`config.mk`:
```
export PLATFORM = sky130hd
export DESIGN_NAME = cache_array
export DESIGN_NICKNAME = d
export VERILOG_FILES = /design/src/cache_pkg.sv /design/src/cache_array.sv
export SDC_FILE = /design/constraint.sdc
export NUM_CORES = 1
export LEC_CHECK = 0
export BUFFER_PORTS_ARGS = -buffer_cell sky130_fd_sc_hd__buf_2
export CAP_MARGIN = 20
export CORE_AREA = 10 10 334 336
export DETAILED_ROUTE_END_ITERATION = 12
export DIE_AREA = 0 0 344 346
export GPL_TIMING_DRIVEN = 0
export PLACE_DENSITY = 0.61
export SYNTH_ARGS = -nofsm -noshare
export SYNTH_HDL_FRONTEND = slang
export SYNTH_SLANG_ARGS = --single-unit
```
`constraint.sdc`:
```
create_clock -name clk -period 5.8 [get_ports clk]
set_clock_uncertainty 0.1 [all_clocks]
set_input_delay 0.58 -clock clk [delete_from_list [all_inputs] [get_ports clk]]
set_output_delay 0.58 -clock clk [all_outputs]
set_load 0.02 [all_outputs]
```
`src/cache_pkg.sv`:
```
// cache geometry and controller states, referenced by scoped name from the cache RTL and testbench
`default_nettype none

package cache_pkg;

    // word addressed, 16-bit words
    localparam int word_w     = 16;                      // data and address width
    localparam int offset_w   = 2;                       // word within line
    localparam int index_w    = 4;                       // set select
    localparam int tag_w      = word_w - index_w - offset_w; // 10 bits left over

    localparam int line_words = 1 << offset_w;           // 4 words per line
    localparam int num_sets   = 1 << index_w;            // 16 sets, direct mapped

    // controller FSM
    // st_idle      lookup, hit served combinationally
    // st_arb_wait  request held until the arbiter grants
    // st_fill      one line word in flight
    // st_write_mem write-through access in flight
    typedef enum logic [1:0] {
        st_idle,
        st_arb_wait,
        st_fill,
        st_write_mem
    } ctrl_state_t;

endpackage

`default_nettype wire

```
`src/cache_array.sv`:
```
// direct-mapped tag, valid and data store; lookup is combinational, writes come from one controller
`timescale 1ns/100ps
`default_nettype none

module cache_array (
    input  logic                            clk,
    input  logic                            rst_n,
    input  logic [cache_pkg::word_w-1:0]    addr,        // lookup address
    input  logic                            word_we,     // hit write, one word
    input  logic [cache_pkg::word_w-1:0]    word_wdata,
    input  logic                            fill_we,     // line fill, one word per beat
    input  logic [cache_pkg::offset_w-1:0]  fill_offset,
    input  logic [cache_pkg::word_w-1:0]    fill_wdata,
    input  logic                            fill_last,   // last beat sets tag and valid
    output logic                            hit,
    output logic [cache_pkg::word_w-1:0]    rdata
);

    logic [cache_pkg::word_w-1:0]   data_mem [cache_pkg::num_sets][cache_pkg::line_words];
    logic [cache_pkg::tag_w-1:0]    tag_mem  [cache_pkg::num_sets];
    logic [cache_pkg::num_sets-1:0] valid;

    logic [cache_pkg::tag_w-1:0]    tag;
    logic [cache_pkg::index_w-1:0]  index;
    logic [cache_pkg::offset_w-1:0] offset;

    // address split: tag | index | offset
    assign offset = addr[cache_pkg::offset_w-1:0];
    assign index  = addr[cache_pkg::offset_w +: cache_pkg::index_w];
    assign tag    = addr[cache_pkg::word_w-1 -: cache_pkg::tag_w];

    assign hit   = valid[index] && (tag_mem[index] == tag);
    assign rdata = data_mem[index][offset];  // meaningful only on hit

    // valid bits, all sets empty out of reset
    always_ff @(posedge clk or negedge rst_n) begin
        if (!rst_n) begin
            valid <= '0;
        end else if (fill_we && fill_last) begin
            valid[index] <= 1'b1;
        end
    end

    // data and tag storage
    always_ff @(posedge clk) begin
        if (fill_we) begin
            data_mem[index][fill_offset] <= fill_wdata;
            if (fill_last) begin
                tag_mem[index] <= tag;           // line now owned by this tag
            end
        end else if (word_we) begin
            data_mem[index][offset] <= word_wdata; // write hit, other words untouched
        end
    end

endmodule

`default_nettype wire

```
* Yosys cells after proc, flatten, opt, wreduce, memory -nomap -nowiden
Memories as Yosys holds them, arrays and structs flattened.
Index checks and enable logic that the tools add are counted.
** Word-level totals
- Register bits after elaboration :: 16
- Memory bits (writable) :: 1184
- Memories kept :: 2
** Cells by class
- $lt $le $gt $ge :: 6
- Equality and inequality tests :: 1
- Multiplexer cells :: 83
- Bitwise gates (word level) :: 67
- Reduce and logical (&&, ||, !) cells :: 5
** Memory list
- data_mem :: words 16, bits a word 64, read ports 1, clocked after Yosys merged registers in 0, wr ports 1, RTL line cache_array.sv:19 : logic [cache_pkg::word_w-1:0] data_mem [cache_pkg::num_sets][cache_pkg::line_words];
- tag_mem :: words 16, bits a word 10, read ports 1, clocked after Yosys merged registers in 0, wr ports 1, RTL line cache_array.sv:20 : logic [cache_pkg::tag_w-1:0] tag_mem [cache_pkg::num_sets];
** Operators with widths (count)
- $mux 64 :: 2
- $mux 1 :: 72
- $demux 16 s2 :: 2
- $mux 16 :: 4
- $or 1x1->1 :: 64
- $bmux 16 s2 :: 1
- $or 16x16->16 :: 1
- $eq 10x10->1 :: 1
- $ge 3x3->1 const B :: 2
- $lt 3x1->1 const B :: 2
- $not 2->3 :: 2
- $logic_and 1x1->1 :: 5
- $lt 4x5->1 const B :: 1
- $bmux 1 s4 :: 1
- $demux 1 s4 :: 1
- $ge 4x1->1 const B :: 1

* Depth between registers and ports, before layout
- Depth after elaboration :: 7
- Depth in mapped cells :: 10
- Gate-level depth less buffers :: 6

* Worst setup path after synthesis
OpenSTA, ideal clock, no wires.
- Kind :: input port to output port
- Start :: input addr[2] (netlist name)
- End :: output rdata[0] (netlist name)
- Arrival :: 2.809 ns
- Data required time :: 5.120 ns
- Setup slack :: 2.311 ns
- Stages :: 5
- Path through :: buf_2 -> clkbuf_1 -> mux4_2 -> mux4_2 -> mux4_2
** On the way
- Longest elaborated chain between the ends :: 4
** Ends and longest elaborated chain
- start: declaration :: RTL line cache_array.sv:8 : input logic [cache_pkg::word_w-1:0] addr,
- $mem_v2 16x64
- $bmux 16 s2 :: RTL line cache_array.sv:33 : assign rdata = data_mem[index][offset];
- $mux 16 (implied by the code) (2 in series) :: RTL line cache_array.sv:33
- end: declaration :: RTL line cache_array.sv:16 : output logic [cache_pkg::word_w-1:0] rdata
No other way between the ends. The select of a mux whose other input is x is not followed.

* Worst setup path after layout
- Start :: input addr[5] (netlist name)
- End :: output rdata[14] (netlist name)
The elaborated chain is that of the path after synthesis.

==> run metrics <==
status complete, no violations; Overall Global Routing Usage 20.2%; Core Area roughly 100000 sq um; initial antenna violation count 7; final hold viol count 0; CTS H-tree lvls 3; syn nets 2007; RePlAce Congestion 0.819; worst hold path class input port to register; DIE AREA between 100000 and 150000 sq um; largest net degree at the start of global routing 19; CP arrival roughly 4.2 ns; Netlist cell types 34; Tightest Pin Transition 1.16 ns; RSZ-0062 raised after global routing false; CP endpoint kind output pin; Worst setup SP type input port; Final nets ~2300; fin area between 50000 and 60000 sq um; clk sinks 1200; Avg Inst Size Synth 24.0 sq um; Syn Inst Count about 2000; hpwl dp 86300 um; io pins 72; chip width around 340 um; clk_lat worst skew 0.71 ns; WL/cell about 32 um; r2r startpoint valid[0]$_DFFE_PN0P_; router iterations before antenna repair 6; Final setup viols 0; Buf+Inv Stages, Crit Path 6; Hold Startpoint addr[11]; Iteration-0 DRC Markers approximately 2700; vias in the first global route approximately 23000; Max Clock Freq 203 MHz; DP Area ~50000 sq um; global-route wire length before repair roughly 170000 um; Vias/cell between 5 and 6; cell family with most CP delay buffers and inverters; Area Overhead vs Synth 16.0%; Final Util ~52%; Final Max Tran Viols 0; shortest period the worst path allows approximately 4.9 ns; Power Density ~340 nW/um^2; VDD IR-drop max 0.000255 V; final cycle utilization of the critical path between 80% and 90%; Root Driver clkbuf_16; post-route ant nets 0; CTS tree built; Top FF cell, synth edfxtp_1; Worst Path Class, Setup input port to output pin; YS warnings 0; Seq/Total Area, Yosys between 70% and 80%; DR DRC count 0; Critical Path Source addr[5]; worst-path cell chain buf_2 -> buf_2 -> buf_2 -> clkbuf_1 -> clkbuf_1 -> mux4_2 -> mux4_2 -> buf_2; clk slew on worst S/H paths about 0.060 ns; die height between 300 and 400 um; FFs w/ async S/R, synth approximately 1.3%; Post-synth EDFFs roughly 1200; Max clock buf depth 3; Critical-path top delay cell clkbuf_1; Max Cap Viol 0; Total Routed Length between 100000 and 150000 um; Mapped Area around 47000 sq um; crit-path most repeated cell buf_2; critical path peak fanout 10; Initial Utilization roughly 45%; row cnt about 120; Crit path largest cell delay a little under 0.9 ns; Port-buffer cells 69; via count between 20000 and 25000; TNS Setup 0 ns; Seq cells post-synth 1200; clock buffer count from CTS 120; Leak 0.0170 uW; Req. time, crit path between 5 and 6 ns; grt ovf 0; worst rel slew slack roughly 23%; layout cells sized above 1 between 30% and 40%
logic make-up after synthesis:
| kind of cell | after synthesis | synth area share (%) |
|---|---|---|
| xor gates and xnor gates | 15 | 0.281 |
| muxes | 468 | 20.1 |
| buffers and inverters | 107 | 1.06 |
| DFF | 1200 | 76.9 |
| AOI/OAI and AO/OA | 21 | 0.358 |
| and+or+nand+nor | 141 | 1.35 |
power breakdown:
| group | switching, uW | leakage [uW] | internal (uW) |
|---|---|---|---|
| clock | 3230 | 0.00183 | 4110 |
| combinational | 698 | 0.00434 | 455 |
| sequential | 30.0 | 0.0108 | 9670 |
cells in the mapped netlist (16+ instances only):
master / number / area [sq um]
nand2_1: 16 / 60.1
mux2i_1: 31 / 310
nor2_1: 85 / 319
clkbuf_1: 42 / 158
mux4_2: 370 / 8330
dfrtp_1: 16 / 400
buf_2: 32 / 160
buf_1: 18 / 67.6
or2_2: 16 / 100
mux2_2: 67 / 754
edfxtp_1: 1184 / 35600
path summary, 6_finish.rpt:
| path | to | slack, ns | cells past startpoint |
|---|---|---|---|
| min in group asynchronous | valid[4]$_DFFE_PN0P_ | 0.21 | 2 |
| hold / removal | tag_mem[1][5]$_DFFE_PP_ | 0.16 | 1 |
| max in group asynchronous | valid[8]$_DFFE_PN0P_ | 5.10 | 2 |
| setup / recovery | rdata[14] | 0.88 | 8 |
| hold reg to reg | valid[4]$_DFFE_PN0P_ | 0.36 | 1 |
| setup reg to reg | valid[0]$_DFFE_PN0P_ | 4.91 | 1 |
what timing repair did:
item | 4_1_cts | 5_1_grt
hold endpoints to repair | 16 | 0
setup buffers | 0 | 0
resized for setup | 0 | 0
hold buffers | 1 | 0
endpoints found under the setup margin | 0 | 0
metal layers:
metal	up-vias	global-route usage, %	wire length, um
met4	4	5.28	3030
met3	201	5.85	11600
met2	1044	33.0	59700
met5	-	0	21
met1	12100	26.4	45800
li1	8964	-	-
layout by cell type (no fill, tap or decap), types with 5 or more instances in the layout:
| master | n |
|---|---|
| edfxtp_1 | 1184 |
| mux4_2 | 370 |
| clkbuf_16 | 122 |
| buf_2 | 101 |
| mux2_2 | 67 |
| nor2_2 | 66 |
| buf_8 | 64 |
| clkbuf_1 | 59 |
| clkinv_1 | 36 |
| mux2i_1 | 31 |
| clkinv_2 | 29 |
| nor2_1 | 19 |
| buf_1 | 18 |
| nand2_1 | 16 |
| or2_2 | 16 |
| dfrtp_1 | 16 |
| buf_6 | 15 |
| buf_16 | 13 |
| buf_4 | 11 |
| nor2b_1 | 8 |
| xor2_1 | 8 |
| nand3_1 | 7 |
| xnor2_1 | 7 |
| clkinvlp_4 | 6 |
| bufinv_16 | 6 |
| inv_1 | 5 |
state kept, by name, summed over array words and instances, names as in the netlist:
signal	cells
tag_mem	160
valid	16
data_mem	1024
metrics by stage:
step / hold WS, ns / power (uW) / std cells / setup WS, ns
floorplan: 0.184 / 10500 / 1952 / 2.31
global placement: 0.345 / 11000 / 3412 / 0.555
detailed placement: 0.350 / 11000 / 3497 / 0.907
CTS: 0.124 / 18300 / 3722 / 0.891
global route: 0.144 / 18700 / 3730 / 0.796
finish: 0.162 / 18200 / 3732 / 0.877
layout make-up:
type / count / area (sq um)
clock buffer: 139 / 3120
clock inverter: 85 / 626
inverter: 5 / 18.8
fill: 8080 / 50600
timing repair buffer: 163 / 1840
multi-input combinational: 645 / 10500
antenna: 2 / 5.00
buffer: 102 / 475
tap: 1391 / 1740
sequential: 1200 / 36000
No activity file was read; power rests on OpenSTA's default activity.
