File: config.mk
export PLATFORM = sky130hd
export DESIGN_NAME = cache_controller
export DESIGN_NICKNAME = d
export VERILOG_FILES = /design/src/cache_pkg.sv /design/src/cache_controller.sv
export SDC_FILE = /design/constraint.sdc
export NUM_CORES = 1
export LEC_CHECK = 0
export BUFFER_PORTS_ARGS = -buffer_cell sky130_fd_sc_hd__buf_4
export CAP_MARGIN = 10
export CORE_MARGIN = 2
export CORE_UTILIZATION = 24
export CTS_CLUSTER_DIAMETER = 80
export DETAILED_ROUTE_END_ITERATION = 10
export PLACE_DENSITY = 0.78
export SLEW_MARGIN = 15
export SYNTH_ARGS = -nofsm -noshare
export SYNTH_HDL_FRONTEND = slang
export SYNTH_SLANG_ARGS = --single-unit
File: constraint.sdc
create_clock -name clk -period 1.1 [get_ports clk]
set_clock_uncertainty 0.1 [all_clocks]
set_input_delay 0.11 -clock clk [delete_from_list [all_inputs] [get_ports clk]]
set_output_delay 0.11 -clock clk [all_outputs]
set_load 0.1 [all_outputs]
File: src/cache_pkg.sv
// cache geometry and controller states, referenced by scoped name from the cache RTL and testbench
`default_nettype none

package cache_pkg;

    // word addressed, 16-bit words
    localparam int word_w     = 16;                      // data and address width
    localparam int offset_w   = 2;                       // word within line
    localparam int index_w    = 4;                       // set select
    localparam int tag_w      = word_w - index_w - offset_w; // 10 bits left over

    localparam int line_words = 1 << offset_w;           // 4 words per line
    localparam int num_sets   = 1 << index_w;            // 16 sets, direct mapped

    // controller FSM
    // st_idle      lookup, hit served combinationally
    // st_arb_wait  request held until the arbiter grants
    // st_fill      one line word in flight
    // st_write_mem write-through access in flight
    typedef enum logic [1:0] {
        st_idle,
        st_arb_wait,
        st_fill,
        st_write_mem
    } ctrl_state_t;

endpackage

`default_nettype wire

File: src/cache_controller.sv
// per-cache FSM: hit detect, four-beat line fill on read miss, write-through when has_write is set
`timescale 1ns/100ps
`default_nettype none

module cache_controller #(
    parameter bit has_write = 1'b1                   // 0 for the instruction cache
) (
    input  logic                            clk,
    input  logic                            rst_n,
    // processor side
    input  logic [cache_pkg::word_w-1:0]    addr,
    input  logic                            rd_req,
    input  logic                            wr_req,
    input  logic [cache_pkg::word_w-1:0]    data_in,
    output logic [cache_pkg::word_w-1:0]    data_out,
    output logic                            stall,
    // cache array
    input  logic                            lookup_hit,
    input  logic [cache_pkg::word_w-1:0]    lookup_data,
    output logic                            arr_word_we,
    output logic                            arr_fill_we,
    output logic                            arr_fill_last,
    output logic [cache_pkg::offset_w-1:0]  arr_fill_offset,
    output logic [cache_pkg::word_w-1:0]    arr_fill_data,
    // arbiter
    output logic                            mem_req,
    output logic                            mem_wr,
    output logic [cache_pkg::word_w-1:0]    mem_addr,
    output logic [cache_pkg::word_w-1:0]    mem_wdata,
    input  logic                            mem_grant,
    input  logic                            mem_valid,
    input  logic [cache_pkg::word_w-1:0]    mem_rdata
);

    cache_pkg::ctrl_state_t         state, state_nxt;
    logic [cache_pkg::offset_w-1:0] fill_cnt;        // next line word to fetch
    logic                           wr_done;         // write acked, ready for one cycle
    logic                           wr_pend;
    logic [cache_pkg::word_w-1:0]   wr_data;
    logic                           idle, rd_hit;

    // write path exists only in the data cache
    if (has_write) begin : g_wr
        assign wr_pend = wr_req;
        assign wr_data = data_in;
    end else begin : g_no_wr
        assign wr_pend = 1'b0;
        assign wr_data = '0;
    end

    assign idle   = (state == cache_pkg::st_idle);
    assign rd_hit = idle && rd_req && lookup_hit;

    // ready = ~stall, read hits and finished writes pass in st_idle
    assign stall    = (rd_req || wr_pend) && !(rd_hit || (idle && wr_done));
    assign data_out = lookup_data;

    // memory side, req low in st_idle gives the gap between fill beats
    assign mem_req   = !idle;
    assign mem_wr    = mem_req && wr_pend;
    assign mem_addr  = wr_pend ? addr : {addr[cache_pkg::word_w-1:cache_pkg::offset_w], fill_cnt};
    assign mem_wdata = wr_data;

    // array writes
    assign arr_fill_we     = (state == cache_pkg::st_fill) && mem_valid;
    assign arr_fill_offset = fill_cnt;
    assign arr_fill_data   = mem_rdata;
    assign arr_fill_last   = (fill_cnt == cache_pkg::offset_w'(cache_pkg::line_words - 1));
    assign arr_word_we     = idle && wr_done && lookup_hit; // no write-allocate

    always_comb begin
        state_nxt = state;
        case (state)
            cache_pkg::st_idle: begin
                if ((wr_pend && !wr_done) || (rd_req && !lookup_hit && !wr_pend)) begin
                    state_nxt = cache_pkg::st_arb_wait;
                end
            end
            cache_pkg::st_arb_wait: begin
                if (mem_grant) begin                 // memory captures this cycle
                    state_nxt = wr_pend ? cache_pkg::st_write_mem : cache_pkg::st_fill;
                end
            end
            default: begin                           // fill or write in flight
                if (mem_valid) begin
                    state_nxt = cache_pkg::st_idle;
                end
            end
        endcase
    end

    always_ff @(posedge clk or negedge rst_n) begin
        if (!rst_n) begin
            state    <= cache_pkg::st_idle;
            fill_cnt <= '0;
            wr_done  <= 1'b0;
        end else begin
            state <= state_nxt;
            if (arr_fill_we) begin
                fill_cnt <= fill_cnt + 1'b1;         // wraps to 0 after the last beat
            end
            if ((state == cache_pkg::st_write_mem) && mem_valid) begin
                wr_done <= 1'b1;
            end else if (idle) begin
                wr_done <= 1'b0;                     // ready held a single cycle
            end
        end
    end

endmodule

`default_nettype wire

### After elaboration in Yosys (flattened, before gate mapping)

Cells that the tools add are included.

| word-level totals | value |
|---|---|
| bits in registers | 5 |
| bits of input ports | 71 |
| output and inout port bits | 72 |

| operators by class | value |
|---|---|
| reduce and logical (&&, ||, !) cells | 23 |
| add/sub/neg operators | 1 |
| muxes and demuxes | 8 |
| equal/unequal tests | 6 |

Operators by type and width:

| cell | count |
|---|---|
| logical AND 1 bit | 11 |
| two-way mux 2 bit | 4 |
| equality test 2 bit (second input constant) | 3 |
| zero test 1 bit | 5 |
| one-hot mux 2 bit (2 select lines) | 1 |
| logical OR 1 bit | 3 |
| two-way mux 1 bit | 3 |
| AND reduction 3 bit | 1 |
| nonzero test 3 bit | 1 |
| adder 2 x 1 -> 2 bit (second input constant) | 1 |
| equality test 2 x 1 -> 1 bit (second input constant) | 1 |
| zero test 2 bit | 1 |
| != test 2 x 1 -> 1 bit (second input constant) | 1 |
| != test 2 bit (second input constant) | 1 |
| nonzero test 2 bit | 1 |

### Logic depth before layout (Yosys ltp)

| logic depth | value |
|---|---|
| word-level depth | 6 |
| mapped depth | 4 |
| mapped depth without buffers | 3 |

### Least setup slack after synthesis

No wires, ideal clock.

| timing | value |
|---|---|
| path kind | register to output |
| start | reg state[0] |
| end | out arr_word_we |
| cell stages (with the launch flop) | 4 |
| slack | -1.237 ns |
| arrival | 2.127 ns |
| cell sequence | dfrtp_1 -> or2_1 -> buf_6 -> nor2_1 |

| between the ends | value |
|---|---|
| cells in the longest elaborated chain, start to end | 3 |

RTL lines:

| element | RTL line | source |
|---|---|---|
| from (decl) | cache_controller.sv:35 | `cache_pkg::ctrl_state_t state, state_nxt;` |
| from (signal assigned) | cache_controller.sv:94 | `state <= cache_pkg::st_idle;` |
| from (signal assigned) | cache_controller.sv:98 | `state <= state_nxt;` |
| zero test 2 bit | cache_controller.sv:51 | `assign idle = (state == cache_pkg::st_idle);` |
| logical AND 1 bit (2 in a row) | cache_controller.sv:69 | `assign arr_word_we = idle && wr_done && lookup_hit;` |
| to (decl) | cache_controller.sv:20 | `output logic arr_word_we,` |

No other way between the ends.

### Worst setup path in the final report

| timing | value |
|---|---|
| start | reg state[1] |
| end | out stall |

| between the ends | value |
|---|---|
| cells in the longest elaborated chain, start to end | 6 |
| elaborated cells on any way between the ends | 7 |
| those cells by class | reduce/logical (7) |

RTL lines:

| element | RTL line | source |
|---|---|---|
| zero test 2 bit (*) | cache_controller.sv:51 |  |
| logical AND 1 bit (2 in a row) | cache_controller.sv:52 | `assign rd_hit = idle && rd_req && lookup_hit;` |
| logical OR 1 bit (*) | cache_controller.sv:55 | `assign stall = (rd_req \|\| wr_pend) && !(rd_hit \|\| (idle && wr_done));` |
| zero test 1 bit (*) | cache_controller.sv:55 |  |
| logical AND 1 bit (*) | cache_controller.sv:55 |  |
| to (decl) | cache_controller.sv:16 | `output logic stall,` |

Every way passes the cells marked *; elsewhere a longest branch is shown, timed or not.

==> metrics.txt <==
status complete, but fails checks; failing checks setup timing; initial antenna violation count 0; Synthesis Warnings 0; Sw Ratio 50.9%; Post-Route Utilization 27.5%; Lkg Pwr between 0.3 and 0.4 nW; Internal Power around 1.6 mW; Setup TNS -3.26 ns; routed wire length approximately 1700 microns; Area growth syn-to-layout 8.41%; fin worst setup slack -0.366 ns; Max Buffers Root-to-Sink 2; max-cap viol count 0; GR Util All Layers a little under a tenth; crit path cell chain or2_4 -> o22a_4 -> buf_12; flop2flop setup slack -0.21 ns; crit-path leading delay family flip-flops; clock sinks 5; Reg power frac 11.9%; Die ar. 3690 sq um; hold_sp mem_grant; CP Data Arrival Time 1.26 ns; nets 139; register area about 130 sq um; Cell variety after synth 19; RR Startpoint state[1]; largest net degree at the start of global routing 7; Psw 1.65 mW; die width ~60 microns; Comb pwr share between 80 and 90%; global-route wire length before repair approximately 2400 microns; synthesized area between 700 and 800 sq um; Critical Path Source state[1]; port bufs 18; number of global-route vias before repair 470; Peak VDD IR around 1.4 mV; root cell of the clock tree clkbuf_4; CTS tree yes; clk_lat worst skew approximately 0.24 ns; DR WL/cell 15.6 microns; leading area contributor after synthesis buf_4; sequential-to-total area share from yosys stat 16.2%; Buf+Inv Stages, Crit Path 1; DRC 0; Crit Path Class reg2out; Max Slew Vio Count 0; Initial Util 25.3%; via count 438; HP Class in2reg; layout cells sized above 1 just over 70%; clock power share under 10%; Die H 60.8 microns; transition time of the tightest slew-check pin between 0.15 and 0.2 ns; post-DP HPWL about 1300 microns; std cell rows 20; total power draw 3.25 mW; DR iter-0 viols 8; fin crit share 133%; final RePlAce weighted congestion between 0.6 and 0.7; Num CTS Buffers 3; Synth Register Bits 5; # setup viols final 13; maximum clock rate ~700 MHz; Synthesized Nets roughly 160; post-route ant nets 0; number of diodes 0; core box area 3050 sq um; CP max stage cell dfrtp_1; Area contributors post-synth buf_4, dfrtp_1, mux2_2; Crit. End Element output pin; GR Overflow Total 0; Pre-Repair DR Iteration Count 4; CP required around 0.89 ns; boundary pin count between 100 and 150; startpoint types flop; Vias/cell ~4; PwrDens between 3000 and 4000 nW/um^2; area occupied by multi-input gates about 230 sq um; area share of the largest cell type after synthesis 60.2%; Clock transition at path regs approximately 0.040 ns; RSZ-0062 raised after global routing true; CP Max Fanout 5; Slew Limit Headroom between 80% and 90%; H-tree Lvls 1; final hold vios 0; Syn Area/Cell roughly 8.4 sq um; Final min period 1.47 ns; Post-Syn Instances roughly 90; # fillers between 300 and 400; Largest stage delay, worst path between 0.3 and 0.4 ns
-- worst paths after layout --
path / endpoint / cells past startpoint
worst max-delay path: stall / 3
worst min-delay path: state[1] / 3
worst max register to register: arr_fill_offset[1] / 5
worst min register to register: wr_done / 1
max in group asynchronous: arr_fill_offset[0] / 2
min in group asynchronous: arr_fill_offset[1] / 2
-- metrics by stage --
stage	instance area, sq um	cells	hold slack, ns	setup slack (ns)
6_report	838	110	0.0914	-0.366
5_1_grt	838	110	0.103	-0.413
4_1_cts	773	104	0.100	-0.382
3_5_place_dp	589	97	-0.181	-0.227
3_3_place_gp	589	97	-0.183	-0.213
2_1_floorplan	840	92	-0.286	-0.490
-- state kept, by name, indices dropped and copies added (netlist names) --
signal / cells
wr_done: 1
arr_fill_offset: 2
state: 2
-- cells in the mapped netlist --
library cell	instances
buf_4	62
dfrtp_1	5
nand2_1	3
nand2b_1	3
a21oi_1	2
mux2_2	2
o21ai_0	2
or2_1	2
a221o_1	1
a22o_1	1
and2_1	1
buf_6	1
ha_1	1
mux2_1	1
nor2_1	1
nor2_2	1
nor3_2	1
o22a_1	1
xor2_1	1
-- layout by cell type, fill, tap and decap left out, types with 2 or more instances in the layout --
cell type and instances:
dfrtp_4 2, nor2_4 2, nand2_1 2, mux2_4 3
buf_4 19, clkbuf_4 3, buf_6 2, dfrtp_1 3
a21oi_1 2, buf_12 11, nand2b_1 3
-- kinds of logic (layout without fill, tap and decap cells) --
group / after synthesis / in the layout / synth area share [%]
AND/OR/NAND/NOR: 12 / 12 / 8.90
adder cells (fa/ha/maj): 1 / 1 / 1.62
flip-flops: 5 / 5 / 16.2
multiplexers: 3 / 3 / 4.37
buffers and inverters: 63 / 37 / 61.7
XOR/XNOR: 1 / 1 / 1.13
AO/OA/AOI/OAI: 7 / 7 / 6.15
-- routing by layer --
layer | share of wire [%] | vias to the layer above | track usage [%] | routed length (microns)
li1 | - | 177 | - | -
met1 | 27 | 184 | 6.68 | 466
met2 | 49 | 65 | 14.1 | 836
met3 | 21 | 12 | 11.7 | 364
met4 | 3.0 | 0 | 4.35 | 52
met5 | 0 | - | 0 | 0
-- worst min-delay path, delay by kind of cell --
kind                   cells  cell delay (ns)
buffers and inverters      1             0.11
AO/OA/AOI/OAI              1             0.08
AND/OR/NAND/NOR            1             0.07
-- power by group through the flow --
stage	sequential [mW]	clock [mW]	combinational, mW
3_3_place_gp	0.382	0	1.86
6_report	0.387	0.215	2.64
3_5_place_dp	0.389	0	1.88
4_1_cts	0.413	0.232	2.36
5_1_grt	0.396	0.252	2.76
2_1_floorplan	0.695	0	2.33
-- repair_timing --
action | CTS | global route
setup buffers | 2 | 7
endpoints found under the setup margin | 12 | 13
endpoints found under the hold margin | 5 | 0
gates resized for setup | 32 | 3
pin swaps | 5 | 4
hold buffers | 1 | 0
-- final cells by class --
type                       count  area share, %
tap                           44           6.57
clock buffer                   4           3.13
multi-input combinational     24           27.3
sequential                     5           15.8
timing repair buffer          33           47.2
Power figures use the tool's default switching activity.
