**config.mk**
```make
export PLATFORM = sky130hd
export DESIGN_NAME = memory_arbitration
export DESIGN_NICKNAME = d
export VERILOG_FILES = /design/src/cache_pkg.sv /design/src/mem_pkg.sv /design/src/memory_arbitration.sv
export SDC_FILE = /design/constraint.sdc
export NUM_CORES = 1
export LEC_CHECK = 0
export BUFFER_PORTS_ARGS = -buffer_cell sky130_fd_sc_hd__buf_4
export CAP_MARGIN = 20
export CORE_ASPECT_RATIO = 0.7
export CORE_MARGIN = 1.5
export CORE_UTILIZATION = 28
export CTS_BUF_LIST = sky130_fd_sc_hd__clkbuf_16
export DETAILED_ROUTE_END_ITERATION = 10
export GPL_TIMING_DRIVEN = 0
export PLACE_DENSITY_LB_ADDON = 0.08
export SLEW_MARGIN = 5
export SYNTH_ARGS = -nofsm -noshare
export SYNTH_HDL_FRONTEND = slang
export SYNTH_SLANG_ARGS = --single-unit
```
**constraint.sdc**
```tcl
create_clock -name clk -period 3.2 [get_ports clk]
set_clock_uncertainty 0.15 [all_clocks]
set_input_delay 0.48 -clock clk [delete_from_list [all_inputs] [get_ports clk]]
set_output_delay 0.48 -clock clk [all_outputs]
set_load 0.01 [all_outputs]
```
**src/cache_pkg.sv**
```systemverilog
// cache geometry and controller states, referenced by scoped name from the cache RTL and testbench
`default_nettype none

package cache_pkg;

    // word addressed, 16-bit words
    localparam int word_w     = 16;                      // data and address width
    localparam int offset_w   = 2;                       // word within line
    localparam int index_w    = 4;                       // set select
    localparam int tag_w      = word_w - index_w - offset_w; // 10 bits left over

    localparam int line_words = 1 << offset_w;           // 4 words per line
    localparam int num_sets   = 1 << index_w;            // 16 sets, direct mapped

    // controller FSM
    // st_idle      lookup, hit served combinationally
    // st_arb_wait  request held until the arbiter grants
    // st_fill      one line word in flight
    // st_write_mem write-through access in flight
    typedef enum logic [1:0] {
        st_idle,
        st_arb_wait,
        st_fill,
        st_write_mem
    } ctrl_state_t;

endpackage

`default_nettype wire

```
**src/mem_pkg.sv**
```systemverilog
// main memory timing and depth plus arbiter ownership, shared by the memory-side RTL and testbench
`default_nettype none

package mem_pkg;

    localparam int mem_latency = 4;                      // capture to data_valid, cycles
    localparam int mem_words   = 65536;                  // full 16-bit word space
    localparam int lat_w       = $clog2(mem_latency + 1); // latency counter width

    // who holds the memory port
    typedef enum logic [1:0] {
        own_none,
        own_icache,
        own_dcache
    } owner_t;

endpackage

`default_nettype wire

```
**src/memory_arbitration.sv**
```systemverilog
// shares the single memory port between icache and dcache, round-robin, held until the owner lets go
`timescale 1ns/100ps
`default_nettype none

module memory_arbitration (
    input  logic                         clk,
    input  logic                         rst_n,
    input  logic                         icache_req,
    input  logic                         icache_wr,
    input  logic [cache_pkg::word_w-1:0] icache_addr,
    input  logic [cache_pkg::word_w-1:0] icache_wdata,
    output logic                         icache_grant,
    output logic                         icache_valid,
    input  logic                         dcache_req,
    input  logic                         dcache_wr,
    input  logic [cache_pkg::word_w-1:0] dcache_addr,
    input  logic [cache_pkg::word_w-1:0] dcache_wdata,
    output logic                         dcache_grant,
    output logic                         dcache_valid,
    output logic                         mem_enable,
    output logic                         mem_wr,
    output logic [cache_pkg::word_w-1:0] mem_addr,
    output logic [cache_pkg::word_w-1:0] mem_wdata,
    input  logic                         mem_valid
);

    mem_pkg::owner_t owner, last_owner, pick;
    logic            owner_req;

    assign icache_grant = (owner == mem_pkg::own_icache);
    assign dcache_grant = (owner == mem_pkg::own_dcache);
    assign owner_req    = (icache_grant && icache_req) || (dcache_grant && dcache_req);

    // candidate when the port is free, tie goes to the side not served last
    always_comb begin
        if (icache_req && dcache_req) begin
            pick = (last_owner == mem_pkg::own_icache) ? mem_pkg::own_dcache : mem_pkg::own_icache;
        end else if (icache_req) begin
            pick = mem_pkg::own_icache;
        end else if (dcache_req) begin
            pick = mem_pkg::own_dcache;
        end else begin
            pick = mem_pkg::own_none;
        end
    end

    always_ff @(posedge clk or negedge rst_n) begin
        if (!rst_n) begin
            owner      <= mem_pkg::own_none;
            last_owner <= mem_pkg::own_none;
        end else if (owner == mem_pkg::own_none) begin
            owner <= pick;
            if (pick != mem_pkg::own_none) begin
                last_owner <= pick;
            end
        end else if (!owner_req) begin
            owner <= mem_pkg::own_none;          // released, one free cycle between owners
        end
    end

    // memory port steering
    assign mem_enable = owner_req;
    always_comb begin
        mem_wr    = 1'b0;
        mem_addr  = '0;
        mem_wdata = '0;
        if (icache_grant) begin
            mem_wr    = icache_wr;
            mem_addr  = icache_addr;
            mem_wdata = icache_wdata;
        end else if (dcache_grant) begin
            mem_wr    = dcache_wr;
            mem_addr  = dcache_addr;
            mem_wdata = dcache_wdata;
        end
    end

    // ack goes back only to the side that owns the port
    assign icache_valid = icache_grant && mem_valid;
    assign dcache_valid = dcache_grant && mem_valid;

endmodule

`default_nettype wire

```
Word level (Yosys, flattened, before mapping). Cells that the tools add are included.

Output and inout port bits: 38. Flip-flop bits (word level): 4. Bits of input ports: 71. Word-level logic and storage cells: 27.

Multiplexer cells: 12. Eq/ne operators: 4. Reductions and logical operators: 9.

Operators with widths (number): 16-bit 2-to-1 mux (4); 2-bit 2-to-1 mux (6); 1-bit logical AND (5); 2-bit by 1-bit == test with 1-bit output (second input constant) (2); 2-bit == test (second input constant) (1); 2-bit zero test (1); 1-bit 2-to-1 mux (2); 2-bit by 1-bit != test with 1-bit output (second input constant) (1); 2-bit AND reduction (1); 2-bit nonzero test (1); 1-bit logical OR (1).

Logic depth before layout (Yosys ltp). Gate-level depths: netlist of run 1.

Word-level depth: 5. Mapped depth: 4. Mapped depth without buffers: 2.

Worst setup path before layout of run 1. No wires, ideal clock.

Kind: register to output. From: register owner[0]. To: output mem_addr[1] in the netlist's numbering. Data arrival time: 1.053 ns. Stages on the path, launching flop included: 5. Path buffers: 2. Setup slack: 1.517 ns. Path through: dfrtp_1 -> nor2b_4 -> buf_6 -> buf_6 -> a22o_1.

RTL lines: start, declared (RTL line memory_arbitration.sv:27) `mem_pkg::owner_t owner, last_owner, pick;`; start signal, assigned (RTL line memory_arbitration.sv:49) `owner <= mem_pkg::own_none;`; start signal, assigned (RTL line memory_arbitration.sv:52) `owner <= pick;`; start signal, assigned (RTL line memory_arbitration.sv:57) `owner <= mem_pkg::own_none;`; 2-bit by 1-bit == test with 1-bit output (RTL line memory_arbitration.sv:30) `assign icache_grant = (owner == mem_pkg::own_icache);`; net icache_grant (RTL line memory_arbitration.sv:12) `output logic icache_grant,`; 16-bit 2-to-1 mux (RTL line memory_arbitration.sv:67) `if (icache_grant) begin`; end, declared (RTL line memory_arbitration.sv:22) `output logic [cache_pkg::word_w-1:0] mem_addr,`.

The timed path passes the listed nets, and every way through them passes these cells.

Worst setup path in the final report of run 1.
From: register owner[0]. To: output mem_addr[10] in the netlist's numbering.

Longest elaborated chain between the ends: 3.

Ends and longest elaborated chain: 2-bit == test (RTL line memory_arbitration.sv:31) `assign dcache_grant = (owner == mem_pkg::own_dcache);`; 16-bit 2-to-1 mux (RTL line memory_arbitration.sv:71) `end else if (dcache_grant) begin`; 16-bit 2-to-1 mux (*) (RTL line memory_arbitration.sv:67).

Mark *: on every way between the ends. The rest lies on a longest branch, timed or not.

==> results of run 1 <==
==> cell type report <==
class	count	area, um^2
Timing Repair Buffer	109	821
Fill cell	128	404
Multi-Input combinational cell	48	402
Sequential cell	4	100
Buffer	8	86.3
Clock buffer	3	75.1
Tap cell	22	27.5
Inverter	1	3.75
==> layer usage <==
metal,vias to the layer above,global-route usage
li1,479,-
met2,46,0.475
met4,0,0.0651
met3,0,0.0249
met1,430,0.248
met5,-,0
==> stage by stage <==
| step | setup slack (ns) | cell area [um^2] |
|---|---|---|
| finish | 1.05 | 1520 |
| CTS | 1.06 | 1520 |
| detailed placement | 1.34 | 1430 |
| global route | 1.02 | 1520 |
| global placement | 1.37 | 1430 |
| floorplan | 1.52 | 592 |
==> layout by cell type, fill, tap and decap left out, types with 2 or more instances in the layout <==
master	n
a22o_1	34
and2_1	2
buf_4	109
buf_6	7
clkbuf_16	3
dfrtp_1	4
nand2b_1	3
nor2b_1	2
==> power by group <==
group / total (mW) / leakage (nW) / internal (mW) / switching (mW)
sequential: 0.0886 / 0.0487 / 0.0688 / 0.0199
clock: 0.198 / 0.0370 / 0.160 / 0.0383
combinational: 0.476 / 0.750 / 0.283 / 0.193
total: 0.763 / 0.835 / 0.512 / 0.251
==> flip-flops by register name, summed over array words and instances, names as in the netlist <==
signal	flops
owner	2
last_owner	2
==> what timing repair did <==
item                                    4_1_cts  5_1_grt
endpoints found under the setup margin        0        0
hold endpoints to repair                      4        0
hold buffers                                  1        0
==> logic make-up (layout without fill, tap and decap cells) <==
family | Yosys count | in the layout | share of synthesized area
buf+inv | 9 | 121 | 0.152
flops | 4 | 4 | 0.169
simple gates | 10 | 10 | 0.123
compound gates | 38 | 38 | 0.556
==> critical path, stage by stage, from the launching register on <==
cell and delay [ns]:
dfrtp_1 0.45, nor2b_4 0.17, buf_6 0.14, buf_6 0.13
a22o_1 0.25, buf_4 0.15
==> path summary, 6_finish.rpt <==
path / end / slack (ns) / cells past startpoint
worst max register to register: last_owner[1] / 1.97 / 2
worst max-delay path: mem_addr[10] / 1.05 / 5
worst min register to register: last_owner[1] / 0.38 / 1
max in group asynchronous: owner[0] / 2.34 / 2
min in group asynchronous: owner[1] / 0.46 / 2
worst min-delay path: last_owner[1] / 0.38 / 1
==> impl_metrics.ini, run 1 <==
[timing]
rsz0062_at_grt = no
timing.fmax_mhz = 466
period_share = 0.671
hold_violations = 0
tightestPinTransition_ns = 0.238
drv_slew = 0
relSlewSlack = 0.841
setup_violations = 0
setup_tns_ns = 0
period_needed_ns = 2.15
whs_ns = 0.384

[cells_and_area]
post-route-util = 0.789
fin_cells = 195
area_delta_synth_final_pct = 156
drive_above_1_share = 0.694
nNetsFinal = 246
diodes = 0

[floorplan]
initial_core_util = 0.308
dieArea_mm2 = 0.00240
die_w_um = 58.0
ios = 109
fp.coreArea_mm2 = 0.00192
die_h_um = 41.5
std_cell_rows = 13

[drt]
top_layer = met3
dr_wl_met2_um = 1710
finalWirelength_um = 3060
routed_via_density = 4.90
final_antenna_net_count = 0
via_count = 955
wl_met1_um = 1070
drcViolationCount = 7
firstDrtPassIters = 7
dr_wl_met3_um = 280
wl_per_cell_um = 15.7
first_iter_violations = 62

[setup_path]
endpoint_kind = primary output
critPathArrivalTime_ns = 1.52
cp-start-kind = flop
cp.required_ns = 2.57
r2r-start = owner[1]
startpoint = owner[0]
crit_type = flop to primary output
path_max_fanout = 10

[yosys]
synthTopCellsByCount = a22o_1, buf_6, dfrtp_1, nand2b_1
synth_nets = 132
yosysWarnings = 0
yosys.area.top_type_share = 0.503
yosys_register_bits = 4
yosysTopAreaCell = a22o_1
syn_area_um2 = 592
yosysUniqueCellTypes = 15
post-synth-top-count-cell = a22o_1
ys_top_cells_by_area = a22o_1, dfrtp_1, buf_6
syn_inst = 61
synth_seq_area_share = 0.169
synthArstFlopShare = 1.00
ys.flop_type = dfrtp_1
synth_edf_count = 0
syn_avg_cell_area_um2 = 9.70

[power_and_ir_drop]
pwr_density_cell_mw_per_mm2 = 503
ir_drop_mv = 0.401
power.leakage_nw = 0.835
finalPower_uw = 763

[run_status]
status = finished, violations left
violations = DRC

[clocking]
clk_pin_slew_ns = 0.03
cts_root_buffer = clkbuf_16
cts_tree = yes
clkSinkCount = 4
cts_setup_buffers = 0
ctsLongestPathBuffers = 2
cts_resized = 0
clk_latency_ns = 0.22
cts_inserted_buffers = 3
htreeDepth = 1

[placed_design]
port_buffers = 108
dp_hpwl_um = 2410
gp_congestion = 0.733
dp.cells = 191

[run]
maxCapViolations = 0

[grt]
grt_max_degree = 11
antenna_found_initial = 0
grt_usage = 0.234
grt_pass1_vias = 973
grt-ovfl-total = 0
grt_pass1_wl_um = 4460

[min_path]
min_from = last_owner[1]
worstHoldPathType = flop to flop
No activity file was read; power rests on OpenSTA's default activity.
==> inputs of run 2 (changes only) <==
--- a/config.mk
+++ b/config.mk
@@ -9,7 +9,7 @@
 export CAP_MARGIN = 20
 export CORE_ASPECT_RATIO = 0.7
 export CORE_MARGIN = 1.5
-export CORE_UTILIZATION = 28
+export CORE_UTILIZATION = 23
 export CTS_BUF_LIST = sky130_fd_sc_hd__clkbuf_16
 export DETAILED_ROUTE_END_ITERATION = 10
 export GPL_TIMING_DRIVEN = 0
==> constraint.sdc (replaced) <==
create_clock -name clk -period 1.9 [get_ports clk]
set_clock_uncertainty 0.15 [all_clocks]
set_input_delay 0.285 -clock clk [delete_from_list [all_inputs] [get_ports clk]]
set_output_delay 0.285 -clock clk [all_outputs]
set_load 0.01 [all_outputs]
==> run 2 against run 1 <==
The run now ends clean; cell count rose by 6.7%; sequential share of layout area hardly changed; power is 67% higher; largest power group unchanged.
==> impl_metrics.ini, run 2 (synthesis results as in run 1) <==
[timing]
tightestPinTransition_ns = 0.254
setup_violations = 0
period_needed_ns = 1.85
period_share = 0.974
timing.fmax_mhz = 540
hold_violations = 0
drv_slew = 0
relSlewSlack = 0.831

[setup_path]
endpoint_kind = primary output
cp_slowest_cell = dfrtp_2
max_stage_delay_ns = 0.43
path_common_cell = buf_4
crit_type = flop to primary output
cp.required_ns = 1.46
path_depth = 5
critPathBufInv = 3
r2r_end = last_owner[1]
path_max_fanout = 10
cp-endpoint = mem_addr[5]
crit_family = buffers and inverters
cp-start-kind = flop
crit_path_cell_trace = nor2b_4 > buf_4 > buf_6 > a22o_1 > buf_4
reg2regPathDepth = 2
startpoint = owner[1]
critPathArrivalTime_ns = 1.42
r2r-start = owner[0]
r2r_setup_slack_ns = 0.70

[drt]
routed_via_density = 4.64
finalWirelength_um = 2760
wl_per_cell_um = 13.3
drcViolationCount = 0
final_antenna_net_count = 0
first_iter_violations = 36
via_count = 965
firstDrtPassIters = 4

[grt]
grt_pass1_wl_um = 3600
grt_pass1_vias = 766
grt_usage = 0.158
antenna_found_initial = 0
grt_max_degree = 11
grt-ovfl-total = 0

[clocking]
cts_root_buffer = clkbuf_16
clkSinkCount = 4
ctsLongestPathBuffers = 2
clk_latency_ns = 0.22
cts_inserted_buffers = 3
cts_tree = yes
clk_pin_slew_ns = 0.03
htreeDepth = 1

[cells_and_area]
final_cell_mix = buf_4, a22o_1, buf_6, nand2b_1, clkbuf_16
fin_area_mm2 = 0.00155
layout_commonest_cell = buf_4
diodes = 0
area_delta_synth_final_pct = 162
nNetsFinal = 247
fin_cells = 208
top_regs = last_owner: 2 flops, owner: 2 flops
drive_above_1_share = 0.713
fillers = 202

[floorplan]
die_h_um = 45.4
dieArea_mm2 = 0.00289
die_w_um = 63.6
ios = 109
fp.coreArea_mm2 = 0.00246
initial_core_util = 0.241
std_cell_rows = 15

[power_and_ir_drop]
p_sw_uw = 404
power.internal_uw = 870
power_frac_clock = 0.254
power.leakage_nw = 0.839
p_seq_frac = 0.115
pwr_density_cell_mw_per_mm2 = 821
share_comb_of_total_power = 0.631
p_sw_frac = 0.317
finalPower_mw = 1.27
ir_drop_mv = 0.950

[placed_design]
dp.cells = 203
dpl-instance-area_mm2 = 0.00145
gp_congestion = 0.646
port_buffers = 108

[min_path]
worstHoldPathType = input port to flop

[run]
maxCapViolations = 0

[run_status]
status = complete, no violations
run 2: cell count changes in the layout (fill, tap and decap cells not counted):
cell / before / now
dfrtp_2: 0 / 2
clkdlybuf4s15_2: 0 / 1
buf_8: 0 / 1
buf_6: 7 / 5
dfrtp_1: 4 / 2
buf_4: 109 / 110
nor2b_4: 1 / 2
nor2b_1: 2 / 1
run 2: stage by stage:
step / utilization / setup WS, ns / setup TNS (ns) / hold WS, ns
after global placement: 0.588 / 0.270 / 0 / -0.0695
after global routing: 0.631 / -0.00162 / -0.00261 / 0.220
after floorplan: - / 0.412 / 0 / -0.161
after CTS: 0.622 / 0.00882 / 0 / 0.199
after detailed placement: 0.588 / 0.246 / 0 / -0.0676
final: 0.631 / 0.0494 / 0 / 0.199
run 2: worst min path at each step:
stage                     startpoint       endpoint  slack [ns]  depth (start not counted)
after floorplan                rst_n  last_owner[0]       -0.16                          0
after global placement         rst_n       owner[0]       -0.07                          1
after detailed placement       rst_n       owner[1]       -0.07                          1
after CTS                 dcache_req       owner[1]        0.20                          3
after global routing      dcache_req       owner[1]        0.22                          3
final                     dcache_req       owner[1]        0.20                          3
run 2: timing repair:
action | in CTS | in global routing
hold buffers | 1 | 0
setup endpoints to repair | 0 | 28
buffers inserted | 0 | 1
endpoints found under the hold margin | 4 | 0
gates resized for setup | 0 | 5
run 2: final cells by class:
type / count / area (um^2) / share of cell area
Clock buffer: 3 / 75.1 / 0.0484
Buffer: 7 / 78.8 / 0.0508
Inverter: 1 / 3.75 / 0.00242
Sequential cell: 4 / 103 / 0.0661
Multi-Input combinational cell: 48 / 409 / 0.264
Timing Repair Buffer: 111 / 840 / 0.541
Tap cell: 34 / 42.5 / 0.0274
run 2: worst min-delay path, stage by stage:
cell and delay (ns):
buf_4 0.12, nand2b_1 0.08, a21oi_1 0.05
run 2: routing by layer:
layer / up-vias / global-route usage / wire length, um
met5: - / 0 / 0
li1: 480 / - / -
met1: 430 / 0.187 / 1110
met2: 51 / 0.269 / 1360
met3: 4 / 0.0396 / 247
met4: 0 / 0.0913 / 38
run 2: power by group through the flow:
stage,clock network (mW),registers [mW],logic (mW)
2_1_floorplan,0,0.138,0.414
6_report,0.324,0.146,0.805
3_5_place_dp,0,0.144,0.796
3_3_place_gp,0,0.142,0.784
4_1_cts,0.330,0.143,0.799
5_1_grt,0.341,0.150,0.859
